===== src/arp_pkg.sv =====
package arp_pkg;

  typedef logic [31:0] ipv4_t;
  typedef logic [47:0] mac_addr_t;

  // Field order matches the byte order on the wire
  typedef struct packed {
    logic [15:0] hw_type;
    logic [15:0] proto;
    logic [7:0]  hlen;
    logic [7:0]  plen;
    logic [15:0] oper;
    mac_addr_t   src_mac;
    ipv4_t       src_ipv4;
    mac_addr_t   dst_mac;
    ipv4_t       dst_ipv4;
  } arp_hdr_t;

  localparam int ARP_TBL_ADDR_W    = 2;
  localparam int ARP_TBL_SIZE      = 2 ** ARP_TBL_ADDR_W;
  localparam int ARP_ENTRY_W       = $bits(ipv4_t) + $bits(mac_addr_t);  // IPv4 above the MAC
  localparam int ARP_TIMEOUT_TICKS = 200;
  localparam int ARP_TMO_W         = $clog2(ARP_TIMEOUT_TICKS);
  localparam int ARP_HDR_BYTES     = 28;
  localparam int ARP_BYTE_CNT_W    = $clog2(ARP_HDR_BYTES);

  localparam logic [15:0] ARP_HTYPE_ETH  = 16'd1;
  localparam logic [15:0] ARP_PTYPE_IPV4 = 16'h0800;
  localparam logic [7:0]  ARP_HLEN_ETH   = 8'd6;
  localparam logic [7:0]  ARP_PLEN_IPV4  = 8'd4;
  localparam logic [15:0] ARP_OPER_REQ   = 16'd1;
  localparam logic [15:0] ARP_OPER_REPLY = 16'd2;
  localparam mac_addr_t   MAC_BROADCAST  = 48'hffff_ffff_ffff;

endpackage


===== src/arp_ram_dp.sv =====
`timescale 1ns/10ps

module arp_ram_dp #(
  parameter int ADDR_W = 2,
  parameter int DATA_W = 80
) (
  input  logic              clk,
  input  logic [ADDR_W-1:0] addr_a,
  input  logic [ADDR_W-1:0] addr_b,
  input  logic              we_a,
  input  logic [DATA_W-1:0] d_a,
  output logic [DATA_W-1:0] q_a,
  output logic [DATA_W-1:0] q_b
);

  logic [DATA_W-1:0] mem [2**ADDR_W];

  // Port A reads old data during a write
  always_ff @(posedge clk) begin
    if (we_a) begin
      mem[addr_a] <= d_a;
    end
    q_a <= mem[addr_a];
  end

  // Port B is read only
  always_ff @(posedge clk) begin
    q_b <= mem[addr_b];
  end

endmodule


===== src/arp_rx_parser.sv =====
`timescale 1ns/10ps

module arp_rx_parser (
  input  logic               clk,
  input  logic               rst,
  input  arp_pkg::ipv4_t     dev_ipv4,
  input  logic [7:0]         rx_data,
  input  logic               rx_valid,
  input  logic               rx_sof,
  output logic               ent_val,
  output arp_pkg::ipv4_t     ent_ipv4,
  output arp_pkg::mac_addr_t ent_mac
);

  import arp_pkg::*;

  logic [ARP_BYTE_CNT_W-1:0]      byte_cnt;  // Zero outside a packet
  logic [ARP_BYTE_CNT_W-1:0]      byte_idx;
  logic                           take_byte;
  logic                           last_byte;
  logic [(ARP_HDR_BYTES-1)*8-1:0] hdr_sr;    // First 27 bytes
  arp_hdr_t                       hdr_nxt;
  logic                           hdr_ok;

  assign byte_idx  = rx_sof ? '0 : byte_cnt;
  assign take_byte = rx_valid && (rx_sof || byte_cnt != '0);
  assign last_byte = take_byte && (byte_idx == ARP_BYTE_CNT_W'(ARP_HDR_BYTES - 1));

  // Full header with the byte on the bus appended
  assign hdr_nxt = {hdr_sr, rx_data};

  assign hdr_ok = (hdr_nxt.hw_type == ARP_HTYPE_ETH) &&
                  (hdr_nxt.proto == ARP_PTYPE_IPV4) &&
                  (hdr_nxt.hlen == ARP_HLEN_ETH) &&
                  (hdr_nxt.plen == ARP_PLEN_IPV4) &&
                  (hdr_nxt.oper == ARP_OPER_REQ || hdr_nxt.oper == ARP_OPER_REPLY) &&
                  (hdr_nxt.dst_ipv4 == dev_ipv4);

  always_ff @(posedge clk) begin
    if (rst) begin
      byte_cnt <= '0;
      ent_val  <= 1'b0;
    end else begin
      ent_val <= 1'b0;
      if (last_byte) begin
        byte_cnt <= '0;
        ent_val  <= hdr_ok;  // Bad packets just vanish
      end else if (take_byte) begin
        byte_cnt <= byte_idx + ARP_BYTE_CNT_W'(1);
      end
    end
  end

  always_ff @(posedge clk) begin
    if (take_byte) begin
      hdr_sr <= hdr_nxt[ARP_HDR_BYTES*8-9:0];
    end
    if (last_byte) begin
      ent_ipv4 <= hdr_nxt.src_ipv4;
      ent_mac  <= hdr_nxt.src_mac;
    end
  end

endmodule


===== src/arp_table.sv =====
`timescale 1ns/10ps

module arp_table (
  input  logic                                clk,
  input  logic                                rst,
  input  arp_pkg::mac_addr_t                  dev_mac,
  input  arp_pkg::ipv4_t                      dev_ipv4,
  input  logic                                ent_val,
  input  arp_pkg::ipv4_t                      ent_ipv4,
  input  arp_pkg::mac_addr_t                  ent_mac,
  input  logic                                tbl_req,
  input  arp_pkg::ipv4_t                      tbl_ipv4,
  output logic                                tbl_val,
  output logic                                tbl_err,
  output arp_pkg::mac_addr_t                  tbl_mac,
  output arp_pkg::arp_hdr_t                   hdr_tx,
  output logic                                send_req,
  input  logic                                tx_busy,
  output logic [arp_pkg::ARP_TBL_ADDR_W-1:0]  addr_a,
  output logic                                we_a,
  output logic [arp_pkg::ARP_ENTRY_W-1:0]     d_a,
  input  logic [arp_pkg::ARP_ENTRY_W-1:0]     q_a,
  output logic [arp_pkg::ARP_TBL_ADDR_W-1:0]  addr_b,
  input  logic [arp_pkg::ARP_ENTRY_W-1:0]     q_b
);

  import arp_pkg::*;

  typedef enum logic [1:0] {W_IDLE, W_SCAN, W_UPD, W_ADD} w_state_t;
  typedef enum logic [1:0] {R_IDLE, R_SCAN, R_SEND, R_WAIT} r_state_t;

  w_state_t                  w_state;
  r_state_t                  r_state;

  logic [ARP_TBL_SIZE-1:0]   ent_vld;     // One flag per slot
  logic [ARP_TBL_ADDR_W-1:0] w_ptr;       // Next slot for a new entry
  logic [ARP_TBL_ADDR_W:0]   w_cnt;
  logic [ARP_TBL_ADDR_W-1:0] w_prev;      // Slot whose data sits on q_a
  ipv4_t                     cur_ipv4;
  mac_addr_t                 cur_mac;
  ipv4_t                     q_a_ipv4;
  logic                      w_hit;

  logic [ARP_TBL_ADDR_W:0]   r_cnt;
  logic [ARP_TBL_ADDR_W-1:0] r_prev;      // Slot whose data sits on q_b
  ipv4_t                     req_ipv4;
  ipv4_t                     q_b_ipv4;
  mac_addr_t                 q_b_mac;
  logic                      r_hit;
  logic [ARP_TMO_W-1:0]      tmo_cnt;

  assign d_a      = {cur_ipv4, cur_mac};
  assign q_a_ipv4 = q_a[ARP_ENTRY_W-1:$bits(mac_addr_t)];
  assign {q_b_ipv4, q_b_mac} = q_b;

  // First scan cycle has no read data yet
  assign w_hit = (w_cnt != '0) && ent_vld[w_prev] && (q_a_ipv4 == cur_ipv4);
  assign r_hit = (r_cnt != '0) && ent_vld[r_prev] && (q_b_ipv4 == req_ipv4);

  // Write path on port A
  always_ff @(posedge clk) begin
    if (rst) begin
      w_state <= W_IDLE;
      w_ptr   <= '0;
      w_cnt   <= '0;
      ent_vld <= '0;
      addr_a  <= '0;
      we_a    <= 1'b0;
    end else begin
      case (w_state)
        W_IDLE: begin
          we_a <= 1'b0;
          if (ent_val) begin
            cur_ipv4 <= ent_ipv4;
            cur_mac  <= ent_mac;
            addr_a   <= '0;
            w_cnt    <= '0;
            w_state  <= W_SCAN;
          end
        end
        W_SCAN: begin
          w_cnt  <= w_cnt + (ARP_TBL_ADDR_W + 1)'(1);
          addr_a <= addr_a + ARP_TBL_ADDR_W'(1);
          w_prev <= addr_a;
          if (w_hit) begin
            addr_a  <= w_prev;  // Rewrite the matching slot
            we_a    <= 1'b1;
            w_state <= W_UPD;
          end else if (w_cnt[ARP_TBL_ADDR_W]) begin
            addr_a  <= w_ptr;
            we_a    <= 1'b1;
            w_state <= W_ADD;
          end
        end
        W_UPD: begin
          we_a    <= 1'b0;
          w_state <= W_IDLE;
        end
        W_ADD: begin
          we_a           <= 1'b0;
          ent_vld[w_ptr] <= 1'b1;
          w_ptr          <= w_ptr + ARP_TBL_ADDR_W'(1);
          w_state        <= W_IDLE;
        end
        default: w_state <= W_IDLE;
      endcase
    end
  end

  // Lookup path on port B
  always_ff @(posedge clk) begin
    if (rst) begin
      r_state  <= R_IDLE;
      r_cnt    <= '0;
      addr_b   <= '0;
      tbl_val  <= 1'b0;
      tbl_err  <= 1'b0;
      send_req <= 1'b0;
      tmo_cnt  <= '0;
    end else begin
      case (r_state)
        R_IDLE: begin
          tbl_val <= 1'b0;
          tbl_err <= 1'b0;
          if (tbl_req) begin
            req_ipv4 <= tbl_ipv4;
            addr_b   <= '0;
            r_cnt    <= '0;
            r_state  <= R_SCAN;
          end
        end
        R_SCAN: begin
          r_cnt  <= r_cnt + (ARP_TBL_ADDR_W + 1)'(1);
          addr_b <= addr_b + ARP_TBL_ADDR_W'(1);
          r_prev <= addr_b;
          if (r_hit) begin
            tbl_mac <= q_b_mac;
            tbl_val <= 1'b1;
            r_state <= R_IDLE;
          end else if (r_cnt[ARP_TBL_ADDR_W]) begin
            // Not in the table so ask the network
            hdr_tx.hw_type  <= ARP_HTYPE_ETH;
            hdr_tx.proto    <= ARP_PTYPE_IPV4;
            hdr_tx.hlen     <= ARP_HLEN_ETH;
            hdr_tx.plen     <= ARP_PLEN_IPV4;
            hdr_tx.oper     <= ARP_OPER_REQ;
            hdr_tx.src_mac  <= dev_mac;
            hdr_tx.src_ipv4 <= dev_ipv4;
            hdr_tx.dst_mac  <= MAC_BROADCAST;
            hdr_tx.dst_ipv4 <= req_ipv4;
            r_state         <= R_SEND;
          end
        end
        R_SEND: begin
          if (!tx_busy) begin
            send_req <= 1'b1;
            tmo_cnt  <= '0;
            r_state  <= R_WAIT;
          end
        end
        R_WAIT: begin
          send_req <= 1'b0;
          tmo_cnt  <= tmo_cnt + ARP_TMO_W'(1);
          if (ent_val && ent_ipv4 == req_ipv4) begin
            tbl_mac <= ent_mac;  // Answer straight from the reply
            tbl_val <= 1'b1;
            r_state <= R_IDLE;
          end else if (tmo_cnt == ARP_TMO_W'(ARP_TIMEOUT_TICKS - 1)) begin
            tbl_err <= 1'b1;
            r_state <= R_IDLE;
          end
        end
        default: r_state <= R_IDLE;
      endcase
    end
  end

endmodule


===== src/arp_top.sv =====
`timescale 1ns/10ps

module arp_top (
  input  logic               clk,
  input  logic               rst,
  input  arp_pkg::mac_addr_t dev_mac,
  input  arp_pkg::ipv4_t     dev_ipv4,
  input  logic [7:0]         rx_data,
  input  logic               rx_valid,
  input  logic               rx_sof,
  input  logic               tbl_req,
  input  arp_pkg::ipv4_t     tbl_ipv4,
  output logic               tbl_val,
  output arp_pkg::mac_addr_t tbl_mac,
  output logic               tbl_err,
  output logic [7:0]         tx_data,
  output logic               tx_valid,
  output logic               tx_sof,
  output logic               tx_last
);

  import arp_pkg::*;

  logic                      ent_val;
  ipv4_t                     ent_ipv4;
  mac_addr_t                 ent_mac;
  arp_hdr_t                  hdr_tx;
  logic                      send_req;
  logic                      tx_busy;
  logic [ARP_TBL_ADDR_W-1:0] addr_a;
  logic [ARP_TBL_ADDR_W-1:0] addr_b;
  logic                      we_a;
  logic [ARP_ENTRY_W-1:0]    d_a;
  logic [ARP_ENTRY_W-1:0]    q_a;
  logic [ARP_ENTRY_W-1:0]    q_b;

  arp_rx_parser u_parser (
    .clk      (clk),
    .rst      (rst),
    .dev_ipv4 (dev_ipv4),
    .rx_data  (rx_data),
    .rx_valid (rx_valid),
    .rx_sof   (rx_sof),
    .ent_val  (ent_val),
    .ent_ipv4 (ent_ipv4),
    .ent_mac  (ent_mac)
  );

  arp_table u_table (
    .clk      (clk),
    .rst      (rst),
    .dev_mac  (dev_mac),
    .dev_ipv4 (dev_ipv4),
    .ent_val  (ent_val),
    .ent_ipv4 (ent_ipv4),
    .ent_mac  (ent_mac),
    .tbl_req  (tbl_req),
    .tbl_ipv4 (tbl_ipv4),
    .tbl_val  (tbl_val),
    .tbl_err  (tbl_err),
    .tbl_mac  (tbl_mac),
    .hdr_tx   (hdr_tx),
    .send_req (send_req),
    .tx_busy  (tx_busy),
    .addr_a   (addr_a),
    .we_a     (we_a),
    .d_a      (d_a),
    .q_a      (q_a),
    .addr_b   (addr_b),
    .q_b      (q_b)
  );

  arp_ram_dp #(
    .ADDR_W (ARP_TBL_ADDR_W),
    .DATA_W (ARP_ENTRY_W)
  ) u_ram (
    .clk    (clk),
    .addr_a (addr_a),
    .addr_b (addr_b),
    .we_a   (we_a),
    .d_a    (d_a),
    .q_a    (q_a),
    .q_b    (q_b)
  );

  arp_tx_serializer u_tx (
    .clk      (clk),
    .rst      (rst),
    .hdr_tx   (hdr_tx),
    .send_req (send_req),
    .tx_busy  (tx_busy),
    .tx_data  (tx_data),
    .tx_valid (tx_valid),
    .tx_sof   (tx_sof),
    .tx_last  (tx_last)
  );

endmodule


===== src/arp_tx_serializer.sv =====
`timescale 1ns/10ps

module arp_tx_serializer (
  input  logic              clk,
  input  logic              rst,
  input  arp_pkg::arp_hdr_t hdr_tx,
  input  logic              send_req,
  output logic              tx_busy,
  output logic [7:0]        tx_data,
  output logic              tx_valid,
  output logic              tx_sof,
  output logic              tx_last
);

  import arp_pkg::*;

  logic [ARP_HDR_BYTES*8-1:0] tx_sr;
  logic [ARP_BYTE_CNT_W-1:0]  byte_cnt;
  logic                       at_last;

  assign at_last = (byte_cnt == ARP_BYTE_CNT_W'(ARP_HDR_BYTES - 1));

  always_ff @(posedge clk) begin
    if (rst) begin
      tx_busy  <= 1'b0;
      byte_cnt <= '0;
    end else if (send_req) begin
      tx_busy  <= 1'b1;
      byte_cnt <= '0;
    end else if (tx_busy) begin
      byte_cnt <= byte_cnt + ARP_BYTE_CNT_W'(1);
      if (at_last) begin
        tx_busy <= 1'b0;
      end
    end
  end

  // Header leaves MSB first
  always_ff @(posedge clk) begin
    if (send_req) begin
      tx_sr <= hdr_tx;
    end else if (tx_busy) begin
      tx_sr <= {tx_sr[ARP_HDR_BYTES*8-9:0], 8'h00};
    end
  end

  assign tx_data  = tx_sr[ARP_HDR_BYTES*8-1 -: 8];
  assign tx_valid = tx_busy;
  assign tx_sof   = tx_busy && (byte_cnt == '0);
  assign tx_last  = tx_busy && at_last;

endmodule


===== config.mk =====
export PLATFORM = sky130hd
export DESIGN_NAME = arp_top
export DESIGN_NICKNAME = d
export VERILOG_FILES = /design/src/arp_pkg.sv /design/src/arp_ram_dp.sv /design/src/arp_rx_parser.sv /design/src/arp_table.sv /design/src/arp_top.sv /design/src/arp_tx_serializer.sv
export SDC_FILE = /design/constraint.sdc
export NUM_CORES = 1
export LEC_CHECK = 0
export BUFFER_PORTS_ARGS = -buffer_cell sky130_fd_sc_hd__buf_2
export CAP_MARGIN = 15
export CELL_PAD_IN_SITES_DETAIL_PLACEMENT = 0
export CELL_PAD_IN_SITES_GLOBAL_PLACEMENT = 1
export CORE_MARGIN = 2
export CORE_UTILIZATION = 40
export DETAILED_ROUTE_END_ITERATION = 8
export GPL_TIMING_DRIVEN = 0
export PLACE_DENSITY_LB_ADDON = 0.2
export SETUP_SLACK_MARGIN = 0.02
export SKIP_LAST_GASP = 1
export SYNTH_ARGS = -nofsm -noshare
export SYNTH_HDL_FRONTEND = slang
export SYNTH_SLANG_ARGS = --single-unit

===== constraint.sdc =====
create_clock -name clk -period 16.9 [get_ports clk]
set_input_delay 0.845 -clock clk [delete_from_list [all_inputs] [get_ports clk]]
set_output_delay 0.845 -clock clk [all_outputs]
set_load 0.005 [all_outputs]

==> flow_summary.ini, run 1 <==
[cts]
cts-htree-levels = 4
postCtsResizedCells = 0
cts_buffers = 134
cts.sinks = 1272
clk_latency_ns = 0.75
cts_tree = yes
cts_setup_buffers = 0
clockBufferDepth = 3
clkTransAtPathRegs_ns = 0.06
holdBufCountCts = 0
clockRootBuffer = clkbuf_16

[timing]
worst_pin_slew_ns = 1.148
timing.hold.ws_ns = 0.2838
hold_viol = 0
fin_crit_sh = 0.2378
finalMaxSlewViolations = 0
max_freq_mhz = 248.8
slew_headroom = 0.2349
rsz0062_at_grt = false
finalWorstSetupSlack_ns = 12.88
final.min_clock_period_ns = 4.019
fin_skew_ns = 0.03603
setup_violations = 0

[yosys]
synth.most_common_cell = edfxtp_1
yosys_warnings = 0
syn_area_sq_um = 44880
synth.top_cells.by_count = edfxtp_1, dfxtp_1, mux2_2, mux4_2, xor2_1
synthArstFlopShare = 0
synth_seq_cells = 1272
syn_area_per_cell_sq_um = 20.93
synthCells = 2145
synth_top_area_share = 0.7466
ys_types = 47
synth_edf_count = 1116
yosysSeqAreaShare = 0.8162
synthTopCellsByArea = edfxtp_1, dfxtp_1, mux4_2
yosysTopAreaCell = edfxtp_1
synth_ff_type = edfxtp_1
synthesis.nets = 2290

[global_route]
grt_max_degree = 68
grt.met3_usage = 0.03247
grt_use_met2 = 0.2687
grt_pass1_vias = 21370
grtUsageTotal = 0.1711
grt_overflow = 0
use_met1 = 0.2415
antenna_found_initial = 3
grt_pass1_wl_mm = 143.3
grt_busiest_layer = met2

[die]
core_sq_um = 111000
die_h_um = 339.0
dieWidth_um = 339.0
dieArea_sq_um = 114900
rows = 122
initial_core_util = 0.4045
io_pins = 186

[worst_hold_path]
hold_path.class = input port to flop
holdCritStartpoint = tbl_ipv4[25]

[finish]
stdcell_count = 4126
areaGrowthSynthToFinish_pct = 17.98
final_nets = 2674
drive_gt1_frac = 0.3008

[power]
powerDensity_nw_per_um2 = 124.1
p_leak_nw = 17.39
ir_drop_v = 0.00008282
power_mw = 6.572

[detailed_routing]
drcViolationCount = 0
drtIter0Drc = 1745
antenna_left = 0
route.vias.total = 20490
wl_per_cell_um = 23.75
firstDrtPassIters = 5
postRouteWirelength_mm = 98.00
viasPerCell = 4.966

[critical_path]
crit_type = flop to flop
worst_ep_required_time_ns = 17.30
worst-path-max-fanout = 59
critPathCaptureType = flop
r2r-start = u_table.send_req
startpoint = u_table.send_req
critical_path_arrival_ns = 4.42
crit_path_start_kind = flop

[flow_run]
cap_violations = 0

[placement]
gp_congestion = 0.7824
port_buffers = 185
place_hpwl_mm = 65.17
dp_slack_ns = 12.69
dp.cells = 3878

[run_status]
status = completed
-- logic make-up after synthesis --
family          Yosys count  synth area share
fa+ha+maj                20          0.005575
mux                     277           0.09790
compound gates           55          0.007722
buf+inv                  96          0.008725
xor+xnor                135           0.02634
simple gates            290           0.03752
flops                  1272            0.8162
-- worst max-delay path: stages (launching register included) --
cell and delay [ns]:
dfxtp_1 0.31, clkbuf_1 0.43, clkbuf_1 0.73, clkbuf_1 0.65
or2_4 0.78, buf_16 0.36, buf_16 0.29
-- layout make-up --
class | count | area (sq um)
Antenna cell | 2 | 5.005
Buffer | 75 | 312.8
Clock buffer | 173 | 3622
Clock inverter | 70 | 744.5
Fill cell | 9149 | 58020
Inverter | 21 | 78.83
Multi-Input combinational cell | 777 | 7904
Sequential cell | 1272 | 36640
Tap cell | 1488 | 1862
Timing Repair Buffer | 248 | 1790
-- per-stage QoR --
step	TNS (ns)	utilization	area, sq um
CTS	0	0.4768	52910
global route	0	0.4771	52950
finish	0	0.4772	52950
global placement	-614.05	0.4296	47670
floorplan	0	-	44880
detailed placement	0	0.4374	48550
-- cell usage in the layout, fill, tap and decap left out, types with 6 or more instances in the layout --
cell type / count
xor2_1: 82
clkinv_2: 25
nand3_1: 6
clkinv_1: 19
ha_1: 20
clkbuf_8: 8
xnor2_1: 53
o21ai_0: 10
edfxtp_1: 1116
buf_4: 24
nor3_1: 15
nor2b_1: 61
inv_1: 21
or2_2: 57
buf_6: 27
nand4_1: 25
mux4_2: 114
mux2_2: 156
mux2i_1: 7
nand2_1: 16
buf_12: 8
clkbuf_16: 136
nor4_1: 30
nor2_1: 42
a211oi_1: 6
buf_2: 186
bufinv_16: 10
buf_16: 8
and2_1: 9
clkbuf_1: 76
dfxtp_1: 156
a21oi_1: 18
buf_1: 19
clkinv_8: 6
-- where the power goes --
part / internal [mW] / switching (mW) / leakage, nW
registers: 3.46 / 0.0425 / 11.5
logic: 0.0777 / 0.0928 / 3.79
clock network: 1.68 / 1.21 / 2.14
total: 5.22 / 1.35 / 17.4
-- flip-flops by register name (all words and copies together) (netlist names), 48 cells and up, named ones only --
| signal | cells |
|---|---|
| u_tx.tx_sr | 224 |
| u_table.tbl_mac | 48 |
| u_parser.hdr_sr | 216 |
| u_table.cur_mac | 48 |
| u_ram.mem | 320 |
| u_parser.ent_mac | 48 |
| u_table.hdr_tx | 112 |
| u_ram.q_b | 80 |
-- metal layers --
| metal | share of wire | vias up |
|---|---|---|
| met1 | 0.46 | 10730 |
| met3 | 0.046 | 138 |
| met4 | 0.024 | 2 |
| met5 | 0.00013 | - |
| li1 | - | 9176 |
| met2 | 0.47 | 449 |
-- final timing paths --
check,end,slack [ns],depth (start not counted)
max,u_tx.tx_sr[106],12.88,6
min,u_table.req_ipv4[25],0.28,1
max reg2reg,u_tx.tx_sr[106],12.88,6
min reg2reg,u_parser.hdr_sr[59],0.41,0
(Power assumes the default switching activity.)
==> run 2, diff against run 1 <==
- clock period: 16.9 -> 3.7 ns (I/O delays scaled with it)
==> run 2 against run 1 <==
  * Register-to-register slack got worse by 13 ns
  * Count of clock-buffer cells in the layout shrank 6
  * Setup slack got worse by 13 ns
  * Die area unchanged
  * Critical path type unchanged
  * Critical endpoint is now u_table.tbl_mac[11]
==> flow_summary.ini, run 2 (synthesized netlist as in run 1, its figures left out) <==
[timing]
worst_pin_slew_ns = 1.071
finalMaxSlewViolations = 0
fin_crit_sh = 0.9702
final.min_clock_period_ns = 3.590
rsz0062_at_grt = false
timing.hold.ws_ns = 0.07923
fin_skew_ns = 0.03854
hold_viol = 0
slew_headroom = 0.2858
setup_violations = 0
max_freq_mhz = 278.6

[critical_path]
worst-path-max-fanout = 14
critPathCaptureType = flop
crit_type = flop to flop
crit_path_start_kind = flop
critical_path_arrival_ns = 4.03
r2r_slack_ns = 0.11
r2r-start = u_table.req_ipv4[18]
worstReg2RegEnd = u_table.tbl_mac[11]
rr_worst_depth = 10
startpoint = u_table.req_ipv4[18]
worst_ep_required_time_ns = 4.14

[die]
io_pins = 186
dieArea_sq_um = 114900
core_sq_um = 111000
rows = 122
die_h_um = 339.0
dieWidth_um = 339.0
initial_core_util = 0.4045

[finish]
areaGrowthSynthToFinish_pct = 21.36
largest-register = u_ram.mem
n_fill_cell = 8990
layout.cells.most_common = edfxtp_1
largest_register_ffs = 320
drive_gt1_frac = 0.2892
final_area_sq_um = 54470
antenna_cells = 0
final_nets = 2785
layout_common_cells = edfxtp_1, buf_2, mux2_2, dfxtp_1, clkbuf_16
top_regs = u_ram.mem x320, u_tx.tx_sr x224, u_parser.hdr_sr x216
fin_util = 0.4908

[worst_hold_path]
holdCritStartpoint = rst
worstHoldEndpoint = u_parser.byte_cnt[2]
hold_path.class = input port to flop
min_delay_path_depth = 3

[global_route]
grt_pass1_vias = 22190
antenna_found_initial = 5
grt_overflow = 0
grtUsageTotal = 0.1744
grt_max_degree = 65
grt_pass1_wl_mm = 146.4

[power]
powerDensity_nw_per_um2 = 559.9
ir_drop_v = 0.0004445
p_leak_nw = 17.95
power_mw = 30.50

[cts]
clockRootBuffer = clkbuf_16
cts.sinks = 1272
cts-htree-levels = 4
clockBufferDepth = 3
clk_latency_ns = 0.74
cts_buffers = 135
clkTransAtPathRegs_ns = 0.06
cts_tree = yes

[detailed_routing]
drtIter0Drc = 1839
viasPerCell = 4.967
wl_per_cell_um = 23.60
antenna_left = 0
postRouteWirelength_mm = 100.1
firstDrtPassIters = 5
drcViolationCount = 0
route.vias.total = 21060

[placement]
gp_congestion = 0.7886
place_hpwl_mm = 64.63
port_buffers = 185
placed_cell_area_sq_um = 48640

[flow_run]
cap_violations = 0

[run_status]
status = completed
==> run 2: worst max path at each step <==
stage | slack, ns | endpoint | cells after the start
after global placement | -3.16 | u_table.cur_mac[21] | 3
after global routing | 0.05 | u_table.tbl_mac[14] | 10
after detailed placement | -0.48 | u_tx.tx_sr[81] | 6
after CTS | 0.14 | u_table.tbl_mac[14] | 10
after floorplan | -1.12 | u_parser.byte_cnt[2] | 5
final | 0.11 | u_table.tbl_mac[11] | 10
==> run 2: per-layer routing <==
| layer | GRT usage | vias up | wire length [um] |
|---|---|---|---|
| li1 | - | 9394 | - |
| met1 | 0.2441 | 11050 | 45570 |
| met2 | 0.2800 | 478 | 47990 |
| met3 | 0.03090 | 139 | 4436 |
| met4 | 0.05148 | 0 | 2071 |
| met5 | 0 | - | 0 |
==> run 2: cell type report <==
cell class / count / area (sq um) / share of cell area
Tap cell: 1488 / 1862 / 0.03418
Clock inverter: 82 / 907.1 / 0.01665
Timing Repair Buffer: 358 / 3119 / 0.05727
Inverter: 21 / 78.83 / 0.001447
Multi-Input combinational cell: 778 / 7971 / 0.1463
Clock buffer: 167 / 3580 / 0.06572
Buffer: 74 / 310.3 / 0.005697
Sequential cell: 1272 / 36640 / 0.6727
==> run 2: repair_timing <==
action | CTS | global route
hold endpoints to repair | 133 | 0
endpoints found under the setup margin | 221 | 0
setup buffers | 2 | 0
resized for setup | 2 | 0
hold buffers | 124 | 0
==> run 2: critical path, cell delays in order, from the launching register on <==
cell,delay (ns)
edfxtp_1,0.54
xor2_1,0.23
nor4_2,0.53
nand4_1,0.15
or4_1,0.63
buf_2,0.21
mux2_2,0.30
nor3_4,0.21
buf_12,0.16
buf_16,0.16
buf_8,0.17
==> run 2: power by group <==
part / internal, mW / switching [mW]
clock network: 7.94 / 5.62
logic: 0.466 / 0.456
registers: 15.8 / 0.198
total: 24.2 / 6.28
==> run 2: stage by stage <==
| step | cells | TNS [ns] | worst slack [ns] |
|---|---|---|---|
| after floorplan | 2145 | -286.69 | -1.118 |
| after global placement | 3818 | -2378.57 | -3.156 |
| after detailed placement | 3861 | -47.54 | -0.4783 |
| after CTS | 4236 | 0 | 0.1372 |
| after global routing | 4240 | 0 | 0.04978 |
| final | 4240 | 0 | 0.1101 |
==> run 3, diff against run 2 <==
- ABC_CLOCK_PERIOD_IN_PS: default -> 3700
- BUFFER_PORTS_ARGS: -buffer_cell sky130_fd_sc_hd__buf_2 -> -buffer_cell sky130_fd_sc_hd__buf_4
- CTS_CLUSTER_SIZE: default -> 10
==> run 3 against run 2 <==
  * Cell area grew 0.91%
  * Worst hold slack gained 0.016 ns
  * Via count grew 0.47%
  * Sequential power is essentially flat
  * Global-route usage grew 0.12 points
  * Count of clock-buffer cells in the layout grew 67
  * Final cell count grew 0.26%
  * Total power shrank 0.69%
  * Non-clock buffer count grew 7
  * Clock skew shrank 0.00098 ns
  * Clock power is essentially flat
  * Sequential share of layout area shrank 0.61 points
==> flow_summary.ini, run 3 (synthesized netlist as in run 1, its figures left out) <==
[detailed_routing]
dr.max_layer_used = met4
route.vias.total = 21160
viasPerCell = 4.978
wl_met1_mm = 45.20
postRouteWirelength_mm = 100.5
drtIter0Drc = 1887
drcViolationCount = 0
route.met3.wl_mm = 4.624
wl_per_cell_um = 23.64
antenna_left = 0
wl_met2_mm = 49.14
firstDrtPassIters = 5

[cts]
clockBufferDepth = 3
clkTransAtPathRegs_ns = 0.05
cts_buffers = 148
cts.sinks = 1272
clockRootBuffer = clkbuf_16
clk_latency_ns = 0.74
cts-htree-levels = 4
cts_tree = yes

[critical_path]
crit_type = flop to flop
rr_worst_depth = 10
critical_path_arrival_ns = 3.98
worstReg2RegEnd = u_table.tbl_mac[29]
worst-path-max-fanout = 15
worst_ep_required_time_ns = 4.14
r2r-start = u_table.req_ipv4[28]
critPathCaptureType = flop
r2r_slack_ns = 0.15
crit_path_start_kind = flop

[finish]
final_area_sq_um = 54970
antenna_cells = 0
areaGrowthSynthToFinish_pct = 22.47
stdcell_count = 4251
largest-register = u_ram.mem
final-seq-area_sq_um = 36640
drive_gt1_frac = 0.2783
largest_register_ffs = 320
n_fill_cell = 8964
top_regs = u_ram.mem x320, u_tx.tx_sr x224, u_parser.hdr_sr x216
final_nets = 2805
layout_common_cells = edfxtp_1, buf_4, mux2_2, dfxtp_1, clkbuf_16
layout.cells.most_common = edfxtp_1
multiInputGateArea_sq_um = 7971
fin_util = 0.4953

[run_status]
status = completed

[timing]
finalMaxSlewViolations = 0
fin_skew_ns = 0.03755
fin_crit_sh = 0.9586
max_freq_mhz = 282.0
hold_viol = 0
timing.hold.ws_ns = 0.09526
finalWorstSetupSlack_ns = 0.1534
slew_headroom = 0.2980
rsz0062_at_grt = false
worst_pin_slew_ns = 1.053
finalSetupTns_ns = 0
final.min_clock_period_ns = 3.547
setup_violations = 0

[worst_hold_path]
holdCritStartpoint = tbl_req
hold_path.class = input port to flop
min_delay_path_depth = 4
worstHoldEndpoint = u_table.r_cnt[1]

[global_route]
grtUsageTotal = 0.1756
grt_overflow = 0
grt_pass1_wl_mm = 148.2
grt_max_degree = 67
grt_pass1_vias = 22460
antenna_found_initial = 3

[placement]
place_hpwl_mm = 65.41
dp.cells = 3866
gp_congestion = 0.7818
dp_slack_ns = -0.3232
port_buffers = 185
placed_cell_area_sq_um = 49180

[die]
dieArea_sq_um = 114900
dieWidth_um = 339.0
core_sq_um = 111000
rows = 122
initial_core_util = 0.4045
die_h_um = 339.0
io_pins = 186

[power]
power_mw = 30.29
ir_drop_v = 0.0004638
p_leak_nw = 18.08
powerDensity_nw_per_um2 = 551.0

[flow_run]
cap_violations = 0
run 3: how the worst max path moves through the flow:
stage / startpoint / cells after the start / to
detailed placement: u_table.req_ipv4[18] / 9 / u_table.tbl_mac[29]
finish: u_table.req_ipv4[28] / 10 / u_table.tbl_mac[29]
floorplan: u_parser.byte_cnt[2] / 5 / u_parser.byte_cnt[2]
global placement: rst / 3 / u_table.cur_mac[4]
CTS: u_table.send_req / 6 / u_tx.tx_sr[66]
global route: u_table.send_req / 6 / u_tx.tx_sr[80]
run 3: cell type report:
class / instances / area share
Buffer: 75 / 0.005713
Clock buffer: 234 / 0.07418
Clock inverter: 19 / 0.006692
Inverter: 21 / 0.001434
Multi-Input combinational cell: 778 / 0.1450
Sequential cell: 1272 / 0.6666
Tap cell: 1488 / 0.03387
Timing Repair Buffer: 364 / 0.06649
run 3: critical path: stages, from the launching register on:
cell and delay (ns):
edfxtp_1 0.51, xor2_1 0.21, nor4_1 0.52, nand4_1 0.14, or4_1 0.62, buf_2 0.21
mux2_2 0.30, nor3_4 0.20, buf_12 0.16, buf_16 0.16, buf_8 0.17
run 3: layer usage:
metal / vias to the layer above / track usage
li1: 9424 / -
met1: 11130 / 0.2444
met2: 496 / 0.2854
met3: 113 / 0.03303
met4: 0 / 0.04426
met5: - / 0
run 3: timing repair:
action	4_1_cts	5_1_grt
resized for setup	2	0
setup buffers	2	0
endpoints found under the hold margin	130	0
hold buffers	125	0
endpoints found under the setup margin	175	0
run 3: report_power, final:
part	internal [mW]	switching (mW)	total (mW)
registers	15.8	0.198	16.0
clock network	7.68	5.61	13.3
logic	0.513	0.459	0.973
